**src/design/axi_lite_macros.svh**
```systemverilog
// AXI4-Lite subsystem parameters
`ifndef AXI_LITE_MACROS_SVH
`define AXI_LITE_MACROS_SVH

// --------------------------------------------------------------------------
// Bus widths.
// --------------------------------------------------------------------------

// Byte address width.
`define AXI_ADDR_WIDTH 32

// Width of one data word.
`define AXI_DATA_WIDTH 32

// --------------------------------------------------------------------------
// Slave memory.
// --------------------------------------------------------------------------

// Number of words, a power of two.
`define AXI_MEM_DEPTH 64

`endif

```
**src/design/axi_lite_pkg.sv**
```systemverilog
// AXI4-Lite shared types
`include "axi_lite_macros.svh"

package axi_lite_pkg;

    // ----------------------------------------------------------------------
    // Vector types.
    // ----------------------------------------------------------------------

    // Byte address on the AW and AR channels.
    typedef logic [`AXI_ADDR_WIDTH-1:0] addr_t;

    // One data word on the W and R channels.
    typedef logic [`AXI_DATA_WIDTH-1:0] data_t;

    // Response code on the B and R channels.
    typedef logic [1:0] resp_t;

    // ----------------------------------------------------------------------
    // Response codes.
    // ----------------------------------------------------------------------

    // Normal completion.
    localparam resp_t RESP_OKAY   = 2'b00;

    // Slave error, used here for out of range addresses.
    localparam resp_t RESP_SLVERR = 2'b10;

endpackage

```
**src/design/axi4_lite_master_read.sv**
```systemverilog
// AXI4-Lite read master
`timescale 1ns/10ps

module axi4_lite_master_read (
    // Clock and reset.
    input  logic                clk,
    input  logic                arstn,

    // Request side.
    input  logic                i_start,
    input  axi_lite_pkg::addr_t i_addr,
    output logic                o_done,
    output logic                o_fault,
    output axi_lite_pkg::data_t o_data,

    // Read address channel.
    input  logic                i_ar_ready,
    output logic                o_ar_valid,
    output axi_lite_pkg::addr_t o_ar_addr,

    // Read data channel.
    input  logic                i_r_valid,
    input  axi_lite_pkg::data_t i_r_data,
    input  axi_lite_pkg::resp_t i_r_resp,
    output logic                o_r_ready
);

    // --------------------------------------------------------------------------
    // FSM.
    // --------------------------------------------------------------------------

    typedef enum logic [1:0] {
        IDLE    = 2'b00,
        AR_READ = 2'b10,
        RESP    = 2'b11
    } state_t;

    state_t state;
    state_t next_state;

    // Channel handshakes.
    logic ar_hs;
    logic r_hs;

    assign ar_hs = o_ar_valid & i_ar_ready;
    assign r_hs  = i_r_valid  & o_r_ready;

    // State register.
    always_ff @(posedge clk, negedge arstn) begin
        if (~arstn) begin
            state <= IDLE;
        end else begin
            state <= next_state;
        end
    end

    // Next state.
    always_comb begin
        next_state = state;
        case (state)
            IDLE:    if (i_start) next_state = AR_READ;
            AR_READ: if (ar_hs)   next_state = RESP;
            RESP:    if (r_hs)    next_state = IDLE;
            default: next_state = IDLE;
        endcase
    end

    // --------------------------------------------------------------------------
    // Channel control, data capture and done pulse.
    // --------------------------------------------------------------------------

    always_ff @(posedge clk, negedge arstn) begin
        if (~arstn) begin
            o_ar_valid <= 1'b0;
            o_r_ready  <= 1'b0;
            o_done     <= 1'b0;
            o_fault    <= 1'b0;
            o_data     <= '0;
        end else begin
            o_done  <= 1'b0;
            o_fault <= 1'b0;
            case (state)
                IDLE: if (i_start) begin
                    o_ar_valid <= 1'b1;
                end
                // Ready for the response once the address is taken.
                AR_READ: if (ar_hs) begin
                    o_ar_valid <= 1'b0;
                    o_r_ready  <= 1'b1;
                end
                // Data holds until the next read completes.
                RESP: if (r_hs) begin
                    o_r_ready <= 1'b0;
                    o_data    <= i_r_data;
                    o_done    <= 1'b1;
                    o_fault   <= (i_r_resp == axi_lite_pkg::RESP_SLVERR);
                end
                default: begin
                    o_ar_valid <= 1'b0;
                    o_r_ready  <= 1'b0;
                end
            endcase
        end
    end

    // Address captured at start.
    always_ff @(posedge clk) begin
        if ((state == IDLE) && i_start) begin
            o_ar_addr <= i_addr;
        end
    end

endmodule

```
**src/design/axi4_lite_master_write.sv**
```systemverilog
// AXI4-Lite write master
`timescale 1ns/10ps

module axi4_lite_master_write (
    // Clock and reset.
    input  logic                clk,
    input  logic                arstn,

    // Request side.
    input  axi_lite_pkg::addr_t i_addr,
    input  axi_lite_pkg::data_t i_data,
    input  logic                i_start,
    output logic                o_done,
    output logic                o_fault,

    // Write address channel.
    input  logic                i_aw_ready,
    output logic                o_aw_valid,
    output axi_lite_pkg::addr_t o_aw_addr,

    // Write data channel.
    input  logic                i_w_ready,
    output logic                o_w_valid,
    output axi_lite_pkg::data_t o_w_data,

    // Write response channel.
    input  logic                i_b_valid,
    input  axi_lite_pkg::resp_t i_b_resp,
    output logic                o_b_ready
);

    // --------------------------------------------------------------------------
    // FSM.
    // --------------------------------------------------------------------------

    // One state per channel phase.
    typedef enum logic [1:0] {
        IDLE     = 2'b00,
        AW_WRITE = 2'b10,
        WRITE    = 2'b01,
        RESP     = 2'b11
    } state_t;

    state_t state;
    state_t next_state;

    // Handshakes on each channel.
    logic aw_hs;
    logic w_hs;
    logic b_hs;

    assign aw_hs = o_aw_valid & i_aw_ready;
    assign w_hs  = o_w_valid  & i_w_ready;
    assign b_hs  = i_b_valid  & o_b_ready;

    // State register.
    always_ff @(posedge clk, negedge arstn) begin
        if (~arstn) begin
            state <= IDLE;
        end else begin
            state <= next_state;
        end
    end

    // Next state.
    // Start is only seen in IDLE, so a pulse while busy is dropped.
    always_comb begin
        next_state = state;
        case (state)
            IDLE:     if (i_start) next_state = AW_WRITE;
            AW_WRITE: if (aw_hs)   next_state = WRITE;
            WRITE:    if (w_hs)    next_state = RESP;
            RESP:     if (b_hs)    next_state = IDLE;
            default:  next_state = IDLE;
        endcase
    end

    // --------------------------------------------------------------------------
    // Channel control and done pulse.
    // --------------------------------------------------------------------------

    always_ff @(posedge clk, negedge arstn) begin
        if (~arstn) begin
            o_aw_valid <= 1'b0;
            o_w_valid  <= 1'b0;
            o_b_ready  <= 1'b0;
            o_done     <= 1'b0;
            o_fault    <= 1'b0;
        end else begin
            // Done and fault are single cycle pulses.
            o_done  <= 1'b0;
            o_fault <= 1'b0;
            case (state)
                IDLE: if (i_start) begin
                    o_aw_valid <= 1'b1;
                end
                // Data phase starts the cycle after the address handshake.
                AW_WRITE: if (aw_hs) begin
                    o_aw_valid <= 1'b0;
                    o_w_valid  <= 1'b1;
                end
                WRITE: if (w_hs) begin
                    o_w_valid <= 1'b0;
                    o_b_ready <= 1'b1;
                end
                // Bit 1 set means SLVERR or DECERR.
                RESP: if (b_hs) begin
                    o_b_ready <= 1'b0;
                    o_done    <= 1'b1;
                    o_fault   <= i_b_resp[1];
                end
                default: begin
                    o_aw_valid <= 1'b0;
                    o_w_valid  <= 1'b0;
                    o_b_ready  <= 1'b0;
                end
            endcase
        end
    end

    // Request captured at start so the user may change it afterwards.
    always_ff @(posedge clk) begin
        if ((state == IDLE) && i_start) begin
            o_aw_addr <= i_addr;
            o_w_data  <= i_data;
        end
    end

endmodule

```
**src/design/axi4_lite_slave_mem.sv**
```systemverilog
// AXI4-Lite slave memory
`timescale 1ns/10ps
`include "axi_lite_macros.svh"

module axi4_lite_slave_mem (
    // Clock and reset.
    input  logic                clk,
    input  logic                arstn,

    // Write side.
    input  logic                i_aw_valid,
    input  axi_lite_pkg::addr_t i_aw_addr,
    output logic                o_aw_ready,
    input  logic                i_w_valid,
    input  axi_lite_pkg::data_t i_w_data,
    output logic                o_w_ready,
    input  logic                i_b_ready,
    output logic                o_b_valid,
    output axi_lite_pkg::resp_t o_b_resp,

    // Read side.
    input  logic                i_ar_valid,
    input  axi_lite_pkg::addr_t i_ar_addr,
    output logic                o_ar_ready,
    input  logic                i_r_ready,
    output logic                o_r_valid,
    output axi_lite_pkg::data_t o_r_data,
    output axi_lite_pkg::resp_t o_r_resp
);

    // Word index width.
    localparam int IDX_W = $clog2(`AXI_MEM_DEPTH);

    // Word array shared by both sides.
    axi_lite_pkg::data_t mem [0:`AXI_MEM_DEPTH-1];

    // --------------------------------------------------------------------------
    // Address decode.
    // --------------------------------------------------------------------------

    // Write address, held from AW until the data arrives.
    axi_lite_pkg::addr_t aw_addr_q;

    logic [IDX_W-1:0] w_idx;
    logic [IDX_W-1:0] r_idx;
    logic             w_in_range;
    logic             r_in_range;

    // Low two bits dropped, word aligned.
    assign w_idx      = aw_addr_q[IDX_W+1:2];
    assign r_idx      = i_ar_addr[IDX_W+1:2];
    assign w_in_range = aw_addr_q[`AXI_ADDR_WIDTH-1:2] < `AXI_MEM_DEPTH;
    assign r_in_range = i_ar_addr[`AXI_ADDR_WIDTH-1:2] < `AXI_MEM_DEPTH;

    // Handshakes.
    logic aw_hs;
    logic w_hs;
    logic b_hs;
    logic ar_hs;
    logic r_hs;

    assign aw_hs = i_aw_valid & o_aw_ready;
    assign w_hs  = i_w_valid  & o_w_ready;
    assign b_hs  = o_b_valid  & i_b_ready;
    assign ar_hs = i_ar_valid & o_ar_ready;
    assign r_hs  = o_r_valid  & i_r_ready;

    // --------------------------------------------------------------------------
    // Write side.
    // --------------------------------------------------------------------------

    typedef enum logic [1:0] {
        W_IDLE = 2'b00,
        W_DATA = 2'b01,
        W_RESP = 2'b10
    } w_state_t;

    w_state_t w_state;

    // Ready rises the first cycle out of reset.
    always_ff @(posedge clk, negedge arstn) begin
        if (~arstn) begin
            w_state    <= W_IDLE;
            o_aw_ready <= 1'b0;
            o_w_ready  <= 1'b0;
            o_b_valid  <= 1'b0;
        end else begin
            case (w_state)
                W_IDLE: begin
                    if (aw_hs) begin
                        o_aw_ready <= 1'b0;
                        o_w_ready  <= 1'b1;
                        w_state    <= W_DATA;
                    end else begin
                        o_aw_ready <= 1'b1;
                    end
                end
                // Response follows the cycle after the data.
                W_DATA: if (w_hs) begin
                    o_w_ready <= 1'b0;
                    o_b_valid <= 1'b1;
                    w_state   <= W_RESP;
                end
                W_RESP: if (b_hs) begin
                    o_b_valid  <= 1'b0;
                    o_aw_ready <= 1'b1;
                    w_state    <= W_IDLE;
                end
                default: begin
                    o_aw_ready <= 1'b0;
                    o_w_ready  <= 1'b0;
                    o_b_valid  <= 1'b0;
                    w_state    <= W_IDLE;
                end
            endcase
        end
    end

    // Address latch and write response code.
    always_ff @(posedge clk) begin
        if (aw_hs) begin
            aw_addr_q <= i_aw_addr;
        end
        if (w_hs) begin
            o_b_resp <= w_in_range ? axi_lite_pkg::RESP_OKAY : axi_lite_pkg::RESP_SLVERR;
        end
    end

    // Memory array, cleared on reset.
    // Out of range writes leave it untouched.
    always_ff @(posedge clk, negedge arstn) begin
        if (~arstn) begin
            for (int i = 0; i < `AXI_MEM_DEPTH; i++) begin
                mem[i] <= '0;
            end
        end else if (w_hs && w_in_range) begin
            mem[w_idx] <= i_w_data;
        end
    end

    // --------------------------------------------------------------------------
    // Read side.
    // --------------------------------------------------------------------------

    typedef enum logic {
        R_IDLE = 1'b0,
        R_RESP = 1'b1
    } r_state_t;

    r_state_t r_state;

    always_ff @(posedge clk, negedge arstn) begin
        if (~arstn) begin
            r_state    <= R_IDLE;
            o_ar_ready <= 1'b0;
            o_r_valid  <= 1'b0;
        end else begin
            case (r_state)
                R_IDLE: begin
                    if (ar_hs) begin
                        o_ar_ready <= 1'b0;
                        o_r_valid  <= 1'b1;
                        r_state    <= R_RESP;
                    end else begin
                        o_ar_ready <= 1'b1;
                    end
                end
                R_RESP: if (r_hs) begin
                    o_r_valid  <= 1'b0;
                    o_ar_ready <= 1'b1;
                    r_state    <= R_IDLE;
                end
                default: r_state <= R_IDLE;
            endcase
        end
    end

    // Read data sampled before any write on the same edge lands.
    always_ff @(posedge clk) begin
        if (ar_hs) begin
            if (r_in_range) begin
                o_r_data <= mem[r_idx];
                o_r_resp <= axi_lite_pkg::RESP_OKAY;
            end else begin
                o_r_data <= '0;
                o_r_resp <= axi_lite_pkg::RESP_SLVERR;
            end
        end
    end

endmodule

```
**src/design/axi_lite_mem_top.sv**
```systemverilog
// AXI4-Lite memory subsystem top
`timescale 1ns/10ps

module axi_lite_mem_top (
    // Clock and reset.
    input  logic                clk,
    input  logic                arstn,

    // Write request port.
    input  logic                i_wr_start,
    input  axi_lite_pkg::addr_t i_wr_addr,
    input  axi_lite_pkg::data_t i_wr_data,
    output logic                o_wr_done,
    output logic                o_wr_fault,

    // Read request port.
    input  logic                i_rd_start,
    input  axi_lite_pkg::addr_t i_rd_addr,
    output logic                o_rd_done,
    output logic                o_rd_fault,
    output axi_lite_pkg::data_t o_rd_data
);

    // --------------------------------------------------------------------------
    // Write channel group.
    // --------------------------------------------------------------------------

    logic                aw_valid;
    logic                aw_ready;
    axi_lite_pkg::addr_t aw_addr;
    logic                w_valid;
    logic                w_ready;
    axi_lite_pkg::data_t w_data;
    logic                b_valid;
    logic                b_ready;
    axi_lite_pkg::resp_t b_resp;

    // --------------------------------------------------------------------------
    // Read channel group.
    // --------------------------------------------------------------------------

    logic                ar_valid;
    logic                ar_ready;
    axi_lite_pkg::addr_t ar_addr;
    logic                r_valid;
    logic                r_ready;
    axi_lite_pkg::data_t r_data;
    axi_lite_pkg::resp_t r_resp;

    // Write master.
    axi4_lite_master_write u_master_write (
        .clk        (clk),
        .arstn      (arstn),
        .i_addr     (i_wr_addr),
        .i_data     (i_wr_data),
        .i_start    (i_wr_start),
        .o_done     (o_wr_done),
        .o_fault    (o_wr_fault),
        .i_aw_ready (aw_ready),
        .o_aw_valid (aw_valid),
        .o_aw_addr  (aw_addr),
        .i_w_ready  (w_ready),
        .o_w_valid  (w_valid),
        .o_w_data   (w_data),
        .i_b_valid  (b_valid),
        .i_b_resp   (b_resp),
        .o_b_ready  (b_ready)
    );

    // Read master.
    axi4_lite_master_read u_master_read (
        .clk        (clk),
        .arstn      (arstn),
        .i_start    (i_rd_start),
        .i_addr     (i_rd_addr),
        .o_done     (o_rd_done),
        .o_fault    (o_rd_fault),
        .o_data     (o_rd_data),
        .i_ar_ready (ar_ready),
        .o_ar_valid (ar_valid),
        .o_ar_addr  (ar_addr),
        .i_r_valid  (r_valid),
        .i_r_data   (r_data),
        .i_r_resp   (r_resp),
        .o_r_ready  (r_ready)
    );

    // Slave memory serving both channel groups.
    axi4_lite_slave_mem u_slave_mem (
        .clk        (clk),
        .arstn      (arstn),
        .i_aw_valid (aw_valid),
        .i_aw_addr  (aw_addr),
        .o_aw_ready (aw_ready),
        .i_w_valid  (w_valid),
        .i_w_data   (w_data),
        .o_w_ready  (w_ready),
        .i_b_ready  (b_ready),
        .o_b_valid  (b_valid),
        .o_b_resp   (b_resp),
        .i_ar_valid (ar_valid),
        .i_ar_addr  (ar_addr),
        .o_ar_ready (ar_ready),
        .i_r_ready  (r_ready),
        .o_r_valid  (r_valid),
        .o_r_data   (r_data),
        .o_r_resp   (r_resp)
    );

endmodule

```
**config.mk**
```make
export PLATFORM = sky130hd
export DESIGN_NAME = axi_lite_mem_top
export DESIGN_NICKNAME = d
export VERILOG_FILES = /design/src/design/axi_lite_pkg.sv /design/src/design/axi4_lite_master_read.sv /design/src/design/axi4_lite_master_write.sv /design/src/design/axi4_lite_slave_mem.sv /design/src/design/axi_lite_mem_top.sv
export VERILOG_INCLUDE_DIRS = /design/src /design/src/design
export SDC_FILE = /design/constraint.sdc
export NUM_CORES = 2
export LEC_CHECK = 0
export BUFFER_PORTS_ARGS = -buffer_cell sky130_fd_sc_hd__buf_4
export CAP_MARGIN = 30
export CORE_MARGIN = 2
export CORE_UTILIZATION = 55
export DETAILED_ROUTE_END_ITERATION = 8
export PLACE_DENSITY = 0.72
export SLEW_MARGIN = 0
export SYNTH_ARGS = -nofsm -noshare
export SYNTH_HDL_FRONTEND = slang
export SYNTH_SLANG_ARGS = --single-unit
```
**constraint.sdc**
```tcl
create_clock -name clk -period 2.97 [get_ports clk]
set_input_delay 0.297 -clock clk [delete_from_list [all_inputs] [get_ports clk]]
set_output_delay 0.297 -clock clk [all_outputs]
set_load 0.01 [all_outputs]
```
* After elaboration in Yosys (flattened, before gate mapping) *
Cells that the tools add are included.

storage, ports and cells
  bits in registers = 2265
  output and inout bits = 36

operators by class
  equal/unequal tests = 20
  reductions and logical operators = 23
  mux-type cells = 54
  bitwise operators = 13
  order comparisons = 5

operators with widths
  operator             number
  $bwmux 2048          1
  $bmux 32 s6          1
  $demux 32 s6         1
  $mux 32              3
  $lt 30x7->1 const B  2
  $reduce_and 3->1     9
  $mux 1               24
  $mux 2               10
  $pmux 1 s3           5
  $ge 7x7->1 const B   2
  $not 6->7            2
  $eq 2x2->1 const B   6
  $ne 2x1->1 const B   6
  $ne 2x2->1 const B   6
  $pmux 1 s2           6
  $pmux 2 s3           2
  $pmux 2 s4           1
  $lt 7x1->1 const B   1
  $logic_not 2->1      3
  $not 1->1            6
  $reduce_and 2->1     3
  $reduce_bool 2->1    3
  $and 1x1->1          5
  $eq 2x1->1 const B   2
  other kinds (2)      5

* Longest topological paths before layout *
  depth in word-level cells = 6
  depth in mapped cells = 10
  mapped depth without buffers = 6

* Cells and area by module *
From an unflattened synthesis, not the netlist that was laid out.

second synthesis, totals
  cell total of the unflattened synthesis = 6214
  area, all modules = 101210.8 µm²

by module, submodules not included
  module                  times used  cells an instance  area an instance (µm²)
  axi4_lite_slave_mem     1           5991               96363.7
  axi4_lite_master_read   1           124                2532.4
  axi4_lite_master_write  1           99                 2314.7

* Worst setup path before layout *
Ideal clock, no wire load.

  path kind = register to register
  from = register u_master_write.state[0]
  to = register u_master_write.o_aw_addr[10], enable pin
  slack = 0.415 ns
  period minus slack after synthesis = 2.555 ns
  library setup time = 0.427 ns
  stages on the path, launching flop included = 4
  data arrival time = 2.128 ns
  cell sequence = dfrtp_1 -> inv_1 -> ha_1 -> and2_1

on the way
  longest elaborated chain between the ends = 2

ends and longest elaborated chain
  what                    RTL line                       source
  start, declared         axi4_lite_master_write.sv:44   state_t state;
  start signal, assigned  axi4_lite_master_write.sv:61   state <= next_state;
  $logic_not 2->1         axi4_lite_master_write.sv:123  if ((state == IDLE) && i_start) begin
  $logic_and 1x1->1       axi4_lite_master_write.sv:123
  end signal, assigned    axi4_lite_master_write.sv:124  o_aw_addr <= i_addr;
  end, declared           axi4_lite_master_write.sv:19   output axi_lite_pkg::addr_t o_aw_addr,

No other way between the ends.
A chain may end at the register's enable or synchronous reset.

* Final worst setup path *
  from = register u_slave_mem.aw_addr_q[11]
  to = register u_slave_mem.mem[1024] (netlist bit)

on the way
  longest elaborated chain between the ends = 2

ends and longest elaborated chain
  what                           RTL line                    source
  start, declared                axi4_lite_slave_mem.sv:42   axi_lite_pkg::addr_t aw_addr_q;
  start signal, assigned         axi4_lite_slave_mem.sv:122  aw_addr_q <= i_aw_addr;
  $lt 30x7->1 (no line)          --
  $logic_and 1x1->1              axi4_lite_slave_mem.sv:136  end else if (w_hs && w_in_range) begin
  end signal, assigned by index  axi4_lite_slave_mem.sv:137  mem[w_idx] <= i_w_data;
  end, declared                  axi4_lite_slave_mem.sv:35   axi_lite_pkg::data_t mem [0:`AXI_MEM_DEPTH-1];

No other way between the ends.

==> flow_summary.yaml <==
floorplanning:
  die_h_um: 431
  start_util: 0.554
  die_area_um2: 186000
  die_x_um: 431
  rows: 156
  core_um2: 181000
  io_pins: 136
timing:
  maxSlewViolCount: 0
  setup_violations: 0
  finalHoldViolations: 0
  tightest_slew_ns: 1.01
  period_needed_ns: 2.91
  whs_ns: 0.0803
  worst_slack_ns: 0.0552
  min_period_over_period: 0.981
  fin_setup_tns_ns: 0
  rsz0062_at_grt: "no"
  max_freq_mhz: 343
  skew_ns: 0.0478
  slew_headroom: 0.330
synthesis:
  syn-num-nets: 6284
  synth.avg_cell_area_um2: 16.2
  synth_edf_count: 156
  yosysWarnings: 0
  synth_cell_types: 69
  syn_inst: 6180
  yosysSeqAreaShare: 0.571
  syn-cell-area_um2: 100000
  synth-main-ff-cell: "dfrtp_1"
  async_flop_share: 0.931
  synth-seq-cells: 2257
power_and_ir_drop:
  p_leak_nw: 54.9
  max-vdd-ir-drop_mv: 0.558
  powerDensity_nw_per_um2: 525
route:
  wl_um: 275000
  drtIter0Drc: 5070
  drtPass1Iterations: 8
  vias: 57700
  drc: 0
  ant_nets: 0
  wl_per_cell_um: 30.4
  vias_per_cell: 6.38
status:
  status: "completed"
critical_path:
  crit_path_end_kind: "flip-flop"
  startpoint_type: "flip-flop"
  r2r_slack_ns: 0.06
  crit_type: "flip-flop to flip-flop"
  cp.required_ns: 3.70
  worstPathArrival_ns: 3.65
  worstPathMaxFanout: 15
clocking:
  clkLatencyLatePin_ns: 0.89
  path_clk_slew_ns: 0.06
  cts_max_level: 4
  cts_tree: "yes"
  cts_buffers: 226
  clkSinkCount: 2257
  clock_path_buffers: 3
  cts_root_buf: "clkbuf_16"
place:
  pre_cts_ws_ns: 0.0698
  place_congestion: 0.836
  dp_hpwl_um: 167000
  io_buffers: 131
global_route:
  grt_overflow: 0
  grt_max_degree: 114
  antenna_found_initial: 6
  grt_util_all_layers: 0.302
  grt_pass1_wl_um: 412000
  first_global_vias: 61100
min_path:
  hold_class: "input pin to asynchronous set/reset pin"
final_layout:
  post_route_cells_drive_above_1_share: 0.529
  areaGrowthSynthToFinish_pct: 15.5
  nets: 6587
flow_run:
  maxCapViolCount: 0
-- through the flow --
| step | cells | util | instance area, um^2 | power [mW] |
|---|---|---|---|---|
| detailed placement | 8530 | 0.593 | 107000 | 32.4 |
| finish | 9047 | 0.640 | 116000 | 60.7 |
| global placement | 8525 | 0.592 | 107000 | 32.4 |
| floorplan | 6180 | - | 100000 | 31.6 |
| global route | 9045 | 0.640 | 116000 | 62.6 |
| CTS | 9045 | 0.640 | 116000 | 61.1 |
-- sequential cells by signal (all words and copies together) (netlist names), 2 cells and up --
signal	flops
u_slave_mem.mem	2048
u_master_read.o_data	32
u_master_write.o_w_data	32
u_slave_mem.o_r_data	32
u_master_read.o_ar_addr	30
u_master_write.o_aw_addr	30
u_slave_mem.aw_addr_q	30
u_master_read.state	2
u_master_write.state	2
u_slave_mem.w_state	2
-- where the power goes --
group / internal, mW / switching, mW / leakage (nW)
logic: 0.265 / 0.628 / 20.6
registers: 31.0 / 0 / 30.7
clock network: 16.5 / 12.3 / 3.71
-- area by class of cell --
cell class	instances	area, um^2
antenna	2	5.00
tap	2370	2970
clock inverter	79	852
multi-input combinational	3309	40600
timing repair buffer	673	7330
sequential	2257	57300
clock buffer	341	6690
inverter	16	65.1
fill	12600	65200
-- timing repair --
item	in CTS	in global routing
endpoints found under the setup margin	0	45
buffers inserted	0	0
hold buffers	95	0
endpoints found under the hold margin	821	0
resized for setup	0	6
-- per-layer routing --
metal  vias to the layer above  GRT usage  routed length, um
met4                         0      0.101               9910
li1                      23600          -                  -
met2                      1816      0.484             132000
met3                       496     0.0454              16100
met5                         -          0                  0
met1                     31800      0.427             117000
-- worst paths after layout --
| check | from | to | cells after the start |
|---|---|---|---|
| setup reg to reg | u_slave_mem.aw_addr_q[11] | u_slave_mem.mem[1024] | 8 |
| hold / removal | arstn | u_slave_mem.mem[1632] | 2 |
| min in group clk | i_rd_addr[26] | u_master_read.o_ar_addr[26] | 2 |
| setup / recovery | u_slave_mem.aw_addr_q[11] | u_slave_mem.mem[1024] | 8 |
| max in group asynchronous | arstn | u_slave_mem.mem[1883] | 4 |
| hold reg to reg | u_master_write.o_aw_addr[11] | u_slave_mem.aw_addr_q[11] | 0 |
-- layout by cell type (no fill, tap or decap), types with 7 or more instances in the layout --
cell type and instances:
a211oi_1 7, a21oi_1 31, a221oi_1 7, a22oi_1 33, and2_1 7, buf_12 153, buf_4 417, bufinv_16 11
clkbuf_1 64, clkbuf_16 234, clkbuf_8 43, clkinv_1 11, clkinv_2 41, dfrtp_1 2101, dlygate4sd3_1 95, edfxtp_1 156
inv_1 11, mux2_1 98, mux2_2 1968, mux2i_1 134, mux4_2 548, nand2_1 160, nand2b_1 9, nand3_1 25
nor2_1 31, nor2_4 57, nor2b_1 8, nor3_1 11, nor4_1 10, o21ai_0 35, o221ai_1 9, o22ai_1 19
-- synthesized netlist by cell type, types with 6 or more instances --
| cell type | instances | area share |
|---|---|---|
| a22oi_1 | 33 | 0.0025 |
| nand2_1 | 160 | 0.0060 |
| nor2_2 | 8 | 0.00050 |
| a221oi_1 | 7 | 0.00061 |
| nor2_1 | 83 | 0.0031 |
| nand3_1 | 25 | 0.0012 |
| buf_1 | 56 | 0.0021 |
| nor2b_1 | 8 | 0.00050 |
| o221ai_1 | 9 | 0.00079 |
| a31oi_1 | 6 | 0.00037 |
| clkbuf_1 | 254 | 0.0095 |
| mux2_1 | 98 | 0.011 |
| a211oi_1 | 7 | 0.00052 |
| o21ai_0 | 35 | 0.0017 |
| nor3_1 | 13 | 0.00065 |
| buf_4 | 73 | 0.0055 |
| mux2_2 | 1968 | 0.22 |
| dfrtp_1 | 2101 | 0.52 |
| buf_2 | 215 | 0.011 |
| mux4_2 | 548 | 0.12 |
| edfxtp_1 | 156 | 0.047 |
| nand2b_1 | 9 | 0.00056 |
| inv_1 | 12 | 0.00045 |
| nor4_1 | 10 | 0.00062 |
| a21oi_1 | 31 | 0.0015 |
| and2_1 | 8 | 0.00050 |
| o22ai_1 | 19 | 0.0012 |
| mux2i_1 | 135 | 0.013 |
-- worst max-delay path, stage by stage (launching register included) --
cell,delay (ns)
edfxtp_1,0.36
nor4_1,0.50
and4_2,0.43
buf_12,0.16
nand4_2,0.16
buf_4,0.26
nor2_4,0.14
buf_4,0.33
mux2_2,0.39
-- kinds of logic after synthesis --
| group | synth area share |
|---|---|
| AO/OA/AOI/OAI | 0.0134 |
| AND/OR/NAND/NOR | 0.0177 |
| buffers and inverters | 0.0284 |
| flip-flops | 0.571 |
| multiplexers | 0.369 |
| adder cells (fa/ha/maj) | 0.000499 |
Power figures use the tool's default switching activity.
